`src/stack_ctrl_pkg.sv`:
```
// shared constants, field widths and encodings for the roce stack control plane
package stack_ctrl_pkg;

  ////////////////////////////////////////////////////////////////////////////
  // timers, scaled down for simulation
  ////////////////////////////////////////////////////////////////////////////
  localparam int run_cycles      = 64;  // start-high cycles per done pulse
  localparam int setup_delay     = 40;  // start-high cycles before qp write
  localparam int interval_cycles = 16;  // spacing of metadata commands
  localparam int stall_limit     = 2;   // rx stall threshold

  localparam int run_w   = $clog2(run_cycles + 1);
  // shared wait counter, setup delay is the longer of the two waits
  localparam int wait_w  = $clog2(setup_delay + 1);
  localparam int stall_w = $clog2(stall_limit + 2);  // saturates one past limit

  // addressing
  localparam logic [31:0] default_local_ip = 32'hD1D4010B;
  localparam logic [7:0]  gateway_top_byte = 8'h01;

  // command word widths
  localparam int qp_word_w   = 144;
  localparam int conn_word_w = 184;
  localparam int meta_word_w = 160;

  // field widths
  localparam int qpn_w   = 24;
  localparam int psn_w   = 24;
  localparam int vaddr_w = 48;  // also local and remote buffer address
  localparam int len_w   = 32;

  localparam logic [vaddr_w-1:0] write_laddr = 48'h10;  // rdma write source

  ////////////////////////////////////////////////////////////////////////////
  // encodings
  ////////////////////////////////////////////////////////////////////////////
  typedef enum logic [2:0] {
    st_idle,
    st_qp,
    st_conn,
    st_meta_read,
    st_meta_write,
    st_meta_read2
  } setup_state_e;

  typedef enum logic [2:0] {
    op_rdma_read  = 3'd0,
    op_rdma_write = 3'd1
  } rdma_op_e;

  typedef enum logic [2:0] {
    qp_ready_recv = 3'd2  // only state the host ever writes
  } qp_state_e;

endpackage
```
`src/stack_ctrl_top.sv`:
```
// roce stack control plane top: kernel handshake, address setup, qp setup, stats
`timescale 1ns/10ps

module stack_ctrl_top (
  input  logic                                   net_clk,
  input  logic                                   net_aresetn,
  // kernel control
  input  logic                                   ap_start,
  output logic                                   ap_idle,
  output logic                                   ap_done,
  output logic                                   ap_ready,
  // host connection parameters
  input  logic [31:0]                            rpsn,
  input  logic [31:0]                            lpsn,
  input  logic [31:0]                            rqpn,
  input  logic [31:0]                            lqpn,
  input  logic [31:0]                            rip,
  input  logic [31:0]                            lip,
  input  logic [31:0]                            rudp,
  input  logic [63:0]                            vaddr,
  input  logic [31:0]                            rkey,
  input  logic [31:0]                            len,
  // addressing
  output logic [31:0]                            ip_address,
  output logic [31:0]                            default_gateway,
  output logic                                   arp_req_valid,
  output logic [31:0]                            arp_req_ip,
  // setup commands
  output logic                                   qp_valid,
  input  logic                                   qp_ready,
  output logic [stack_ctrl_pkg::qp_word_w-1:0]   qp_data,
  output logic                                   conn_valid,
  input  logic                                   conn_ready,
  output logic [stack_ctrl_pkg::conn_word_w-1:0] conn_data,
  output logic                                   meta_valid,
  input  logic                                   meta_ready,
  output logic [stack_ctrl_pkg::meta_word_w-1:0] meta_data,
  // monitored net streams
  input  logic                                   rx_valid,
  input  logic                                   rx_ready,
  input  logic                                   rx_last,
  input  logic                                   tx_valid,
  input  logic                                   tx_ready,
  input  logic                                   tx_last,
  output logic [31:0]                            rx_words,
  output logic [31:0]                            rx_pkts,
  output logic [31:0]                            tx_words,
  output logic [31:0]                            tx_pkts,
  output logic                                   rx_stall
);

  logic start_pulse;  // ap_start rising edge

  ap_ctrl u_ap_ctrl (
    .net_clk     (net_clk),
    .net_aresetn (net_aresetn),
    .ap_start    (ap_start),
    .start_pulse (start_pulse),
    .ap_idle     (ap_idle),
    .ap_done     (ap_done),
    .ap_ready    (ap_ready)
  );

  addr_config u_addr_config (
    .net_clk         (net_clk),
    .net_aresetn     (net_aresetn),
    .start_pulse     (start_pulse),
    .lip             (lip),
    .rip             (rip),
    .ip_address      (ip_address),
    .default_gateway (default_gateway),
    .arp_req_valid   (arp_req_valid),
    .arp_req_ip      (arp_req_ip)
  );

  // sequencer works off the start level, not the edge
  qp_setup_fsm u_qp_setup_fsm (
    .net_clk     (net_clk),
    .net_aresetn (net_aresetn),
    .ap_start    (ap_start),
    .rpsn        (rpsn),
    .lpsn        (lpsn),
    .rqpn        (rqpn),
    .lqpn        (lqpn),
    .rudp        (rudp),
    .rip         (rip),
    .rkey        (rkey),
    .len         (len),
    .vaddr       (vaddr),
    .qp_ready    (qp_ready),
    .conn_ready  (conn_ready),
    .meta_ready  (meta_ready),
    .qp_valid    (qp_valid),
    .conn_valid  (conn_valid),
    .meta_valid  (meta_valid),
    .qp_data     (qp_data),
    .conn_data   (conn_data),
    .meta_data   (meta_data)
  );

  net_stats u_net_stats (
    .net_clk     (net_clk),
    .net_aresetn (net_aresetn),
    .rx_valid    (rx_valid),
    .rx_ready    (rx_ready),
    .rx_last     (rx_last),
    .tx_valid    (tx_valid),
    .tx_ready    (tx_ready),
    .tx_last     (tx_last),
    .rx_words    (rx_words),
    .rx_pkts     (rx_pkts),
    .tx_words    (tx_words),
    .tx_pkts     (tx_pkts),
    .rx_stall    (rx_stall)
  );

endmodule

```
`src/net_stats.sv`:
```
// network traffic statistics: rx/tx word and packet counts, sticky rx stall flag
`timescale 1ns/10ps

module net_stats (
  input  logic        net_clk,
  input  logic        net_aresetn,
  input  logic        rx_valid,
  input  logic        rx_ready,
  input  logic        rx_last,
  input  logic        tx_valid,
  input  logic        tx_ready,
  input  logic        tx_last,
  output logic [31:0] rx_words,
  output logic [31:0] rx_pkts,
  output logic [31:0] tx_words,
  output logic [31:0] tx_pkts,
  output logic        rx_stall
);

  logic [1:0]                         beat_acc;   // index 0 rx, 1 tx
  logic [1:0]                         beat_last;
  logic [stack_ctrl_pkg::stall_w-1:0] stall_cnt;  // consecutive rx stall cycles

  assign beat_acc  = {tx_valid & tx_ready, rx_valid & rx_ready};
  assign beat_last = {tx_last, rx_last};

  // same counter pair per direction
  for (genvar i = 0; i < 2; i++) begin : g_dir
    logic [31:0] words;
    logic [31:0] pkts;

    always_ff @(posedge net_clk) begin
      if (!net_aresetn) begin
        words <= '0;
        pkts  <= '0;
      end else if (beat_acc[i]) begin
        words <= words + 32'd1;
        if (beat_last[i]) begin
          pkts <= pkts + 32'd1;  // last beat closes a packet
        end
      end
    end
  end

  assign rx_words = g_dir[0].words;
  assign rx_pkts  = g_dir[0].pkts;
  assign tx_words = g_dir[1].words;
  assign tx_pkts  = g_dir[1].pkts;

  always_ff @(posedge net_clk) begin
    if (!net_aresetn) begin
      stall_cnt <= '0;
      rx_stall  <= 1'b0;
    end else begin
      if (!rx_valid || rx_ready) begin
        stall_cnt <= '0;
      end else if (stall_cnt <= stack_ctrl_pkg::stall_limit) begin
        stall_cnt <= stall_cnt + 1'b1;  // saturate one past the limit
      end
      if (stall_cnt > stack_ctrl_pkg::stall_limit) begin
        rx_stall <= 1'b1;  // sticky
      end
    end
  end

endmodule

```
`src/qp_setup_fsm.sv`:
```
// connection setup sequencer: qp word, conn word, then optional rdma read/write/read
`timescale 1ns/10ps

module qp_setup_fsm (
  input  logic                                   net_clk,
  input  logic                                   net_aresetn,
  input  logic                                   ap_start,
  input  logic [31:0]                            rpsn,
  input  logic [31:0]                            lpsn,
  input  logic [31:0]                            rqpn,
  input  logic [31:0]                            lqpn,
  input  logic [31:0]                            rudp,
  input  logic [31:0]                            rip,
  input  logic [31:0]                            rkey,   // bit 0 enables rdma test
  input  logic [31:0]                            len,
  input  logic [63:0]                            vaddr,
  input  logic                                   qp_ready,
  input  logic                                   conn_ready,
  input  logic                                   meta_ready,
  output logic                                   qp_valid,
  output logic                                   conn_valid,
  output logic                                   meta_valid,
  output logic [stack_ctrl_pkg::qp_word_w-1:0]   qp_data,
  output logic [stack_ctrl_pkg::conn_word_w-1:0] conn_data,
  output logic [stack_ctrl_pkg::meta_word_w-1:0] meta_data
);

  stack_ctrl_pkg::setup_state_e          state;
  logic [stack_ctrl_pkg::wait_w-1:0]     wait_cnt;    // idle delay, then meta spacing
  logic                                  setup_done;  // sticky until reset
  logic                                  in_meta;
  stack_ctrl_pkg::rdma_op_e              meta_op;
  logic [stack_ctrl_pkg::vaddr_w-1:0]    meta_laddr;
  logic [stack_ctrl_pkg::qp_word_w-1:0]  qp_word;
  logic [stack_ctrl_pkg::conn_word_w-1:0] conn_word;
  logic [stack_ctrl_pkg::meta_word_w-1:0] meta_word;

  assign in_meta = state inside {stack_ctrl_pkg::st_meta_read,
                                 stack_ctrl_pkg::st_meta_write,
                                 stack_ctrl_pkg::st_meta_read2};

  // write sits between the two reads
  always_comb begin
    if (state == stack_ctrl_pkg::st_meta_write) begin
      meta_op    = stack_ctrl_pkg::op_rdma_write;
      meta_laddr = stack_ctrl_pkg::write_laddr;
    end else begin
      meta_op    = stack_ctrl_pkg::op_rdma_read;
      meta_laddr = '0;
    end
  end

  ////////////////////////////////////////////////////////////////////////////
  // word packing, lsb field last in each concatenation
  ////////////////////////////////////////////////////////////////////////////
  assign qp_word = {5'd0,
                    vaddr[stack_ctrl_pkg::vaddr_w-1:0],
                    rkey[15:0],
                    lpsn[stack_ctrl_pkg::psn_w-1:0],
                    rpsn[stack_ctrl_pkg::psn_w-1:0],
                    rqpn[stack_ctrl_pkg::qpn_w-1:0],
                    stack_ctrl_pkg::qp_ready_recv};

  assign conn_word = {rudp[15:0],
                      rip[7:0], rip[15:8], rip[23:16], rip[31:24],  // network order
                      96'd0,
                      rqpn[stack_ctrl_pkg::qpn_w-1:0],
                      lqpn[15:0]};

  assign meta_word = {5'd0,
                      len[stack_ctrl_pkg::len_w-1:0],
                      48'd0,                               // remote addr
                      meta_laddr,
                      lqpn[stack_ctrl_pkg::qpn_w-1:0],
                      meta_op};

  ////////////////////////////////////////////////////////////////////////////
  // sequencer
  ////////////////////////////////////////////////////////////////////////////
  always_ff @(posedge net_clk) begin
    if (!net_aresetn) begin
      state      <= stack_ctrl_pkg::st_idle;
      wait_cnt   <= '0;
      setup_done <= 1'b0;
      qp_valid   <= 1'b0;
      conn_valid <= 1'b0;
      meta_valid <= 1'b0;
    end else begin
      if (meta_valid && meta_ready) begin
        meta_valid <= 1'b0;  // a new word below may raise it again
      end
      case (state)
        stack_ctrl_pkg::st_idle: begin
          if (ap_start && !setup_done) begin
            wait_cnt <= wait_cnt + 1'b1;
            if (wait_cnt == stack_ctrl_pkg::setup_delay) begin
              wait_cnt <= '0;
              state    <= stack_ctrl_pkg::st_qp;
            end
          end
        end
        stack_ctrl_pkg::st_qp: begin
          qp_valid <= 1'b1;
          if (qp_valid && qp_ready) begin
            qp_valid <= 1'b0;
            state    <= stack_ctrl_pkg::st_conn;
          end
        end
        stack_ctrl_pkg::st_conn: begin
          conn_valid <= 1'b1;
          if (conn_valid && conn_ready) begin
            conn_valid <= 1'b0;
            if (rkey[0]) begin
              state <= stack_ctrl_pkg::st_meta_read;
            end else begin
              setup_done <= 1'b1;
              state      <= stack_ctrl_pkg::st_idle;
            end
          end
        end
        stack_ctrl_pkg::st_meta_read,
        stack_ctrl_pkg::st_meta_write,
        stack_ctrl_pkg::st_meta_read2: begin
          if (wait_cnt == '0) begin
            meta_valid <= 1'b1;  // offered once, at phase start
          end
          wait_cnt <= wait_cnt + 1'b1;
          if (wait_cnt == stack_ctrl_pkg::interval_cycles) begin
            wait_cnt <= '0;
            if (state == stack_ctrl_pkg::st_meta_read) begin
              state <= stack_ctrl_pkg::st_meta_write;
            end else if (state == stack_ctrl_pkg::st_meta_write) begin
              state <= stack_ctrl_pkg::st_meta_read2;
            end else begin
              setup_done <= 1'b1;
              state      <= stack_ctrl_pkg::st_idle;
            end
          end
        end
        default: state <= stack_ctrl_pkg::st_idle;
      endcase
    end
  end

  // data regs, loaded with the rise of each valid
  always_ff @(posedge net_clk) begin
    if (state == stack_ctrl_pkg::st_qp && !qp_valid) begin
      qp_data <= qp_word;
    end
    if (state == stack_ctrl_pkg::st_conn && !conn_valid) begin
      conn_data <= conn_word;
    end
    if (in_meta && wait_cnt == '0) begin
      meta_data <= meta_word;  // may overwrite an unaccepted word
    end
  end

  a_qp_hold: assert property (@(posedge net_clk) disable iff (!net_aresetn)
    qp_valid && !qp_ready |=> qp_valid && $stable(qp_data))
    else $error("qp word changed before acceptance");

  a_conn_hold: assert property (@(posedge net_clk) disable iff (!net_aresetn)
    conn_valid && !conn_ready |=> conn_valid && $stable(conn_data))
    else $error("conn word changed before acceptance");

  // phases are strictly sequential
  a_one_cmd: assert property (@(posedge net_clk) disable iff (!net_aresetn)
    $onehot0({qp_valid, conn_valid, meta_valid}))
    else $error("more than one command valid");

endmodule

```
`src/addr_config.sv`:
```
// local ipv4 address register, default gateway and host arp lookup on start
`timescale 1ns/10ps

module addr_config (
  input  logic        net_clk,
  input  logic        net_aresetn,
  input  logic        start_pulse,
  input  logic [31:0] lip,              // host byte order
  input  logic [31:0] rip,
  output logic [31:0] ip_address,       // to the stack, network order
  output logic [31:0] default_gateway,
  output logic        arp_req_valid,
  output logic [31:0] arp_req_ip
);

  logic [31:0] local_ip;

  always_ff @(posedge net_clk) begin
    if (!net_aresetn) begin
      local_ip        <= stack_ctrl_pkg::default_local_ip;
      ip_address      <= '0;
      default_gateway <= '0;
      arp_req_valid   <= 1'b0;
    end else begin
      if (start_pulse) begin
        local_ip <= {lip[7:0], lip[15:8], lip[23:16], lip[31:24]};  // byte swap
      end
      // distribution stage, one cycle behind the local register
      ip_address      <= local_ip;
      default_gateway <= {stack_ctrl_pkg::gateway_top_byte, local_ip[23:0]};
      arp_req_valid   <= start_pulse;  // no ready on the lookup port
    end
  end

  // lookup address sampled with the strobe
  always_ff @(posedge net_clk) begin
    if (start_pulse) begin
      arp_req_ip <= rip;
    end
  end

  // start_pulse is an edge, so a second request needs ap_start to drop first
  a_arp_strobe: assert property (@(posedge net_clk) disable iff (!net_aresetn)
    arp_req_valid |=> !arp_req_valid)
    else $error("arp_req_valid longer than one cycle");

endmodule

```
`src/ap_ctrl.sv`:
```
// kernel control handshake: start edge detect, idle flag and run-timer done pulse
`timescale 1ns/10ps

module ap_ctrl (
  input  logic net_clk,
  input  logic net_aresetn,
  input  logic ap_start,
  output logic start_pulse,
  output logic ap_idle,
  output logic ap_done,
  output logic ap_ready
);

  logic                             start_q;  // ap_start one cycle back
  logic [stack_ctrl_pkg::run_w-1:0] run_cnt;  // start-high cycles this run

  assign start_pulse = ap_start & ~start_q;  // rising edge only
  assign ap_ready    = ap_done;              // non-pipelined kernel

  always_ff @(posedge net_clk) begin
    if (!net_aresetn) begin
      start_q <= 1'b0;
      ap_idle <= 1'b1;
      ap_done <= 1'b0;
      run_cnt <= '0;
    end else begin
      start_q <= ap_start;

      // done wins over a fresh start
      if (ap_done) begin
        ap_idle <= 1'b1;
      end else if (start_pulse) begin
        ap_idle <= 1'b0;
      end

      // timer expiry gives one done pulse and restarts the count
      ap_done <= 1'b0;
      if (run_cnt == stack_ctrl_pkg::run_cycles) begin
        run_cnt <= '0;
        ap_done <= 1'b1;
      end else if (ap_start) begin
        run_cnt <= run_cnt + 1'b1;
      end
    end
  end

  // counter clears on expiry, so done can never be back to back
  a_done_pulse: assert property (@(posedge net_clk) disable iff (!net_aresetn)
    ap_done |=> !ap_done)
    else $error("ap_done held for two cycles");

endmodule

```
`config.mk`:
```
export PLATFORM = sky130hd
export DESIGN_NAME = stack_ctrl_top
export DESIGN_NICKNAME = d
export VERILOG_FILES = /design/src/stack_ctrl_pkg.sv /design/src/stack_ctrl_top.sv /design/src/net_stats.sv /design/src/qp_setup_fsm.sv /design/src/addr_config.sv /design/src/ap_ctrl.sv
export SDC_FILE = /design/constraint.sdc
export NUM_CORES = 1
export LEC_CHECK = 0
export ABC_AREA = 1
export CORE_AREA = 2 2 420 422
export CTS_CLUSTER_SIZE = 28
export DETAILED_ROUTE_END_ITERATION = 6
export DIE_AREA = 0 0 422 424
export DONT_BUFFER_PORTS = 1
export GPL_TIMING_DRIVEN = 0
export PLACE_DENSITY_LB_ADDON = 0.2
export SLEW_MARGIN = 20
export SYNTH_ARGS = -nofsm -noshare
export SYNTH_HDL_FRONTEND = slang
export SYNTH_HIERARCHICAL = 1
export SYNTH_SLANG_ARGS = --single-unit
```
`constraint.sdc`:
```
create_clock -name net_clk -period 7.4 [get_ports net_clk]
set_input_delay 1.85 -clock net_clk [delete_from_list [all_inputs] [get_ports net_clk]]
set_output_delay 1.85 -clock net_clk [all_outputs]
set_load 0.005 [all_outputs]
```
Yosys cells after proc, flatten, opt, wreduce, memory -nomap -nowiden
Index checks and enable logic that the tools add are counted.
{"block": "totals", "register_bits": 614, "in_bits": 364, "output_inout_bits": 720, "elab_cells": 109}
{"block": "op_classes", "n_addsub": 7, "magnitude_cmp": 2, "n_eq_ne": 16, "muxes": 28, "bitwise_logic": 5, "reduce_logical": 26}
{"cell": "32-bit by 1-bit adder with 32-bit output (second input constant)", "n": 4}
{"cell": "25-bit 2-to-1 mux", "n": 1}
{"cell": "3-bit 2-to-1 mux", "n": 7}
{"cell": "6-bit 2-to-1 mux", "n": 3}
{"cell": "1-bit 2-to-1 mux", "n": 12}
{"cell": "3-bit case mux with 4 select lines", "n": 1}
{"cell": "6-bit case mux with 2 select lines", "n": 1}
{"cell": "2-bit by 1-bit != test with 1-bit output (second input constant)", "n": 5}
{"cell": "7-bit by 1-bit adder with 7-bit output (second input constant)", "n": 1}
{"cell": "7-bit == test (second input constant)", "n": 1}
{"cell": "1-bit logical AND", "n": 7}
{"cell": "6-bit by 1-bit adder with 6-bit output (second input constant)", "n": 1}
{"cell": "3-bit by 2-bit == test with 1-bit output (second input constant)", "n": 2}
{"cell": "3-bit == test (second input constant)", "n": 2}
{"cell": "6-bit by 5-bit == test with 1-bit output (second input constant)", "n": 1}
{"cell": "6-bit == test (second input constant)", "n": 1}
{"cell": "6-bit zero test", "n": 1}
{"cell": "2-bit != test (second input constant)", "n": 3}
{"cell": "2-bit AND reduction", "n": 3}
{"cell": "6-bit AND reduction", "n": 1}
{"cell": "2-bit OR reduction", "n": 3}
{"cell": "5-bit 2-to-1 mux", "n": 1}
{"cell": "5-bit AND reduction", "n": 1}
{"cell": "1-bit zero test", "n": 4}
{"cell": "13 further kinds", "n": 17}

Longest topological paths before layout
{"block": "logic_depth", "depth_word": 5, "mapped_depth": 11, "ltp_nobuf": 11}

Cells and area by module
The synthesis kept the hierarchy.
{"module": "qp_setup_fsm", "instances": 1, "cells_each": 621, "area_per_inst_um2": 10805.4, "seq_area_each_um2": 8698.3}
{"module": "net_stats", "instances": 1, "cells_each": 1082, "area_per_inst_um2": 7104.3, "seq_area_each_um2": 2622.5}
{"module": "addr_config", "instances": 1, "cells_each": 345, "area_per_inst_um2": 3395.8, "seq_area_each_um2": 2282.2}
{"module": "ap_ctrl", "instances": 1, "cells_each": 63, "area_per_inst_um2": 471.7, "seq_area_each_um2": 200.2}

Least setup slack after synthesis
OpenSTA, ideal clock, no wires.
{"block": "synth_timing", "path_type": "flip-flop to flip-flop", "from": "reg u_qp_setup_fsm.state[0]", "to": "reg u_qp_setup_fsm/qp_data[100] (netlist bit) (enable)", "setup_time_ns": 0.632, "t_arrival_ns": 6.378, "required_ns": 6.768, "setup_slack_ns": 0.390, "path_stages_with_launch": 5, "n_path_buf": 0, "synth_period_minus_slack_ns": 7.010, "cell_sequence": "dfxtp_1 -> inv_1 -> nor3_1 -> inv_1 -> nor2_1"}
{"block": "synth_between", "elab_chain_cells": 2}
{"item": "from (decl)", "line": "qp_setup_fsm.sv:28", "source": "stack_ctrl_pkg::setup_state_e state;"}
{"item": "from (signal assigned)", "line": "qp_setup_fsm.sv:82", "source": "state <= stack_ctrl_pkg::st_idle;"}
{"item": "from (signal assigned)", "line": "qp_setup_fsm.sv:98", "source": "state <= stack_ctrl_pkg::st_qp;"}
{"item": "from (signal assigned)", "line": "qp_setup_fsm.sv:106", "source": "state <= stack_ctrl_pkg::st_conn;"}
{"item": "3-bit by 1-bit == test with 1-bit output", "line": "qp_setup_fsm.sv:147", "source": "if (state == stack_ctrl_pkg::st_qp && !qp_valid) begin"}
{"item": "1-bit logical AND", "line": "qp_setup_fsm.sv:147"}
{"item": "to (signal assigned)", "line": "qp_setup_fsm.sv:148", "source": "qp_data <= qp_word;"}
{"item": "to (decl)", "line": "qp_setup_fsm.sv:23", "source": "output logic [stack_ctrl_pkg::qp_word_w-1:0] qp_data,"}
No other way between the ends.
A chain may end at the register's enable or synchronous reset.

Worst setup path after layout
{"block": "layout_timing", "from": "reg u_qp_setup_fsm/meta_data[31] (netlist bit)", "to": "out meta_data[31] (netlist bit)"}
{"item": "from (decl)", "line": "qp_setup_fsm.sv:25", "source": "output logic [stack_ctrl_pkg::meta_word_w-1:0] meta_data"}
{"item": "from (signal assigned)", "line": "qp_setup_fsm.sv:154", "source": "meta_data <= meta_word;"}
{"item": "to (decl)", "line": "stack_ctrl_top.sv:37", "source": "output logic [stack_ctrl_pkg::meta_word_w-1:0] meta_data,"}
No word-level cell between the ends.

==> impl_results.md <==
* Comb power frac at 8.9%
* Max VDD drop at 158 uV
* Final Hold Slack at 0.426 ns
* Reg-to-Reg Start: u_qp_setup_fsm/state[0]
* Final Wtd Congestion at 0.800
* Run status: completed
* Period minus WS final at 3.23 ns
* Post-place instance area at 0.0258 mm2
* Max-slew headroom at 27.4%
* Post-synthesis sequential area ratio at 63.4%
* ANT nets after route at 0
* Pre-antenna DRT Iters at 5
* Final setup skew at 0.0277 ns
* Crit path DAT at 1.38 ns
* Worst R2R End: u_qp_setup_fsm/qp_data[109]
* Sw power at 1.86 mW
* Grt ovf at 0
* Clock transition at path regs at 0.06 ns
* Placed cells at 4674
* Crit path max-delay family: flip-flops
* CTS resizes at 0
* Clk buf depth at 3
* Pwr Density at 262 mW/mm2
* Max_cap viols at 0
* Setup bufs post-CTS at 0
* Mean Syn Cell Area at 10.3 um2
* Worst Path Buf+Inv at 1
* Die W at 422 um
* Hold_sp: u_addr_config/local_ip[23]
* Yosys warnings at 6
* IO buf count at 0
* First-pass GRT wire length at 108000 um
* Hold_buf cts at 0
* Initial antenna violation count at 15
* Clock latency on the worst-skew pair at 0.66 ns
* Post-route worst setup slack at 4.17 ns
* Worst slew pin tran at 1.09 ns
* DRC violations left at 0
* Met1 WL at 26600 um
* Largest net degree at the start of global routing at 42
* IO Count at 1084
* CP endpoint kind: output pin
* Pins Over Slew Limit at 0
* CTS sink count at 533
* DIE AREA at 0.179 mm2
* Global Route Usage Sum at 8.37%
* Worst endpoint required time at 5.55 ns
* Sw frac at 25.5%
* Share of cells above drive strength 1 at 18.3%
* Vias per cell at 3.01
* Fmax at 0.310 GHz
* Hold path depth at 2
* Setup TNS at 0 ns
* Root Driver: clkbuf_16
* Detailed-route wire length per cell at 16.5 um
* Core Area at 0.175 mm2
* RSZ-0062 raised after global routing: false
* Worst Hold End: u_addr_config/ip_address[23]
* Power Total at 7.29 mW
* Rows at 154
* Netlist cell types at 42
* Die Ht at 424 um
* Period Utilization, post-route at 43.6%
* TritonCTS clock tree: yes
* Post-Syn Instances at 2111
* CTS H-tree depth at 2
* Internal power at 5.43 mW
* Reg2reg path depth at 9
* Initial Util at 12.4%
* Area grow syn2layout at 27.5%
* Hpwl dp at 64000 um
* Finished Core Util at 15.9%
* Final non-filler cell total at 4787
* Nets@finish at 2768
* Static leakage at 10.8 nW
* Worst Path Max Fanout at 2
* Final WL at 79100 um
* Setup crit start: u_qp_setup_fsm/meta_data[31]
* FF+latch count, synth at 533
* Critical Path Source Type: register
* Reg-to-reg setup timing slack at 4.78 ns
* Mapped cell area at 0.0218 mm2
* Min-delay worst type: reg2reg
* Crit path cell chain: buf_4
* Max layer used: met5
* Slowest stage cell, crit path: edfxtp_1
* Clk pwr share at 41.0%
* Post-route design area at 0.0278 mm2
* Vias in the first global route at 13700
* Via Count at 14400
* Register share of total power at 50.1%
* Final Hold Fails at 0
* Dpl ws at 3.61 ns
* Setup violators final at 0
* DRT iter0 DRCs at 674
* TritonCTS Buffers at 59
* Highest cell delay on the worst timing path at 0.54 ns
* Met3 WL at 6080 um
* Met2 WL at 43600 um
* WS Path Type: reg2out
[per-layer routing]
metal | up-vias | global-route usage [%]
li1 | 6974 | -
met1 | 6648 | 7.96
met2 | 661 | 16.4
met3 | 113 | 2.73
met4 | 4 | 3.20
met5 | - | 0
[power by group through the flow]
stage | combinational (mW) | sequential (mW) | clock, mW
after floorplan | 0.421 | 3.67 | 0
after global placement | 0.561 | 3.83 | 0
after detailed placement | 0.661 | 3.73 | 0
after CTS | 0.663 | 3.67 | 3.12
after global routing | 0.728 | 3.67 | 3.23
final | 0.652 | 3.65 | 2.99
[cell type report]
cell class,count,area [um2]
fill,19697,147000
sequential,533,13800
multi-input combinational,1265,5850
tap,2340,2930
buffer,267,1970
clock buffer,77,1630
inverter,256,965
clock inverter,32,323
timing repair buffer,13,298
antenna,4,10.0
[synth_stat cells (all sizes together)]
cell    instances  area (um2)
and3            5        31.3
clkbuf         10        37.5
o21ai          40         200
clkinv          1        5.00
a21oi          64         328
o21bai          2        15.0
nor2          273        1230
xnor2           4        35.0
xor2           15         139
nor3b           4        30.0
dfxtp         220        4400
o21a            8        60.1
a211oi          1        7.51
edfxtp        313        9400
nand3         126         728
a31oi           5        31.3
mux2i           1        10.0
or2             1        6.26
nand4          37         231
ha              9         113
nor3           25         130
nand2         425        1660
conb            3        11.3
nand3b          5        37.5
and2            2        12.5
inv           255         957
buf           257        1930
[placed cells by master (no fill, tap or decap), types with 5 or more instances in the layout]
cell type	netlist	routed
nor2_2	17	17
nand3_1	111	111
edfxtp_1	313	313
clkinvlp_4	0	6
nor2_1	237	234
dfxtp_1	220	220
xor2_1	14	14
o21ai_1	7	7
buf_2	7	7
clkbuf_1	10	21
and3_1	5	5
nand2_1	407	407
nand2_2	15	15
o21ai_0	33	33
inv_2	8	8
bufinv_16	0	5
a31oi_1	5	5
inv_1	247	246
buf_16	0	5
conb_1	3	213
clkbuf_16	0	60
buf_4	242	242
clkinv_1	0	8
ha_1	9	9
clkbuf_8	0	6
nand3_2	12	12
buf_6	7	7
nand3b_1	5	5
nor3_1	24	24
a21oi_1	62	62
nand4_1	37	37
nor2_4	17	20
o21a_1	8	8
buf_12	0	8
[flip-flops by register name (all words and copies together), names as in the netlist, 2 cells and up]
signal and cells:
u_net_stats/tx_pkts 32, u_qp_setup_fsm/conn_data 88, u_qp_setup_fsm/wait_cnt 6, u_addr_config/ip_address 32
u_qp_setup_fsm/meta_data 57, u_addr_config/arp_req_ip 32, u_net_stats/rx_pkts 32, u_net_stats/stall_cnt 2
u_ap_ctrl/run_cnt 7, u_net_stats/tx_words 32, u_qp_setup_fsm/qp_data 136, u_addr_config/local_ip 32
u_net_stats/rx_words 32, u_qp_setup_fsm/state 3
[worst max-delay path by stage]
stage,endpoint,cells after the start,slack [ns]
floorplan,u_qp_setup_fsm/qp_data[100],4,0.39
global placement,u_qp_setup_fsm/qp_data[80],4,-3.48
detailed placement,u_net_stats/tx_words[19],5,3.61
CTS,rx_pkts[29],0,4.07
global route,meta_data[31],1,4.11
finish,meta_data[31],1,4.17
[cells by family after synthesis]
kind of cell | share of synthesized area [%]
AOI/OAI and AO/OA | 2.95
xor gates and xnor gates | 0.799
adders and majority gates | 0.517
buffers and inverters | 13.5
DFF | 63.4
muxes | 0.0460
other | 0.0517
and+or+nand+nor | 18.8
(Power assumes the default switching activity.)
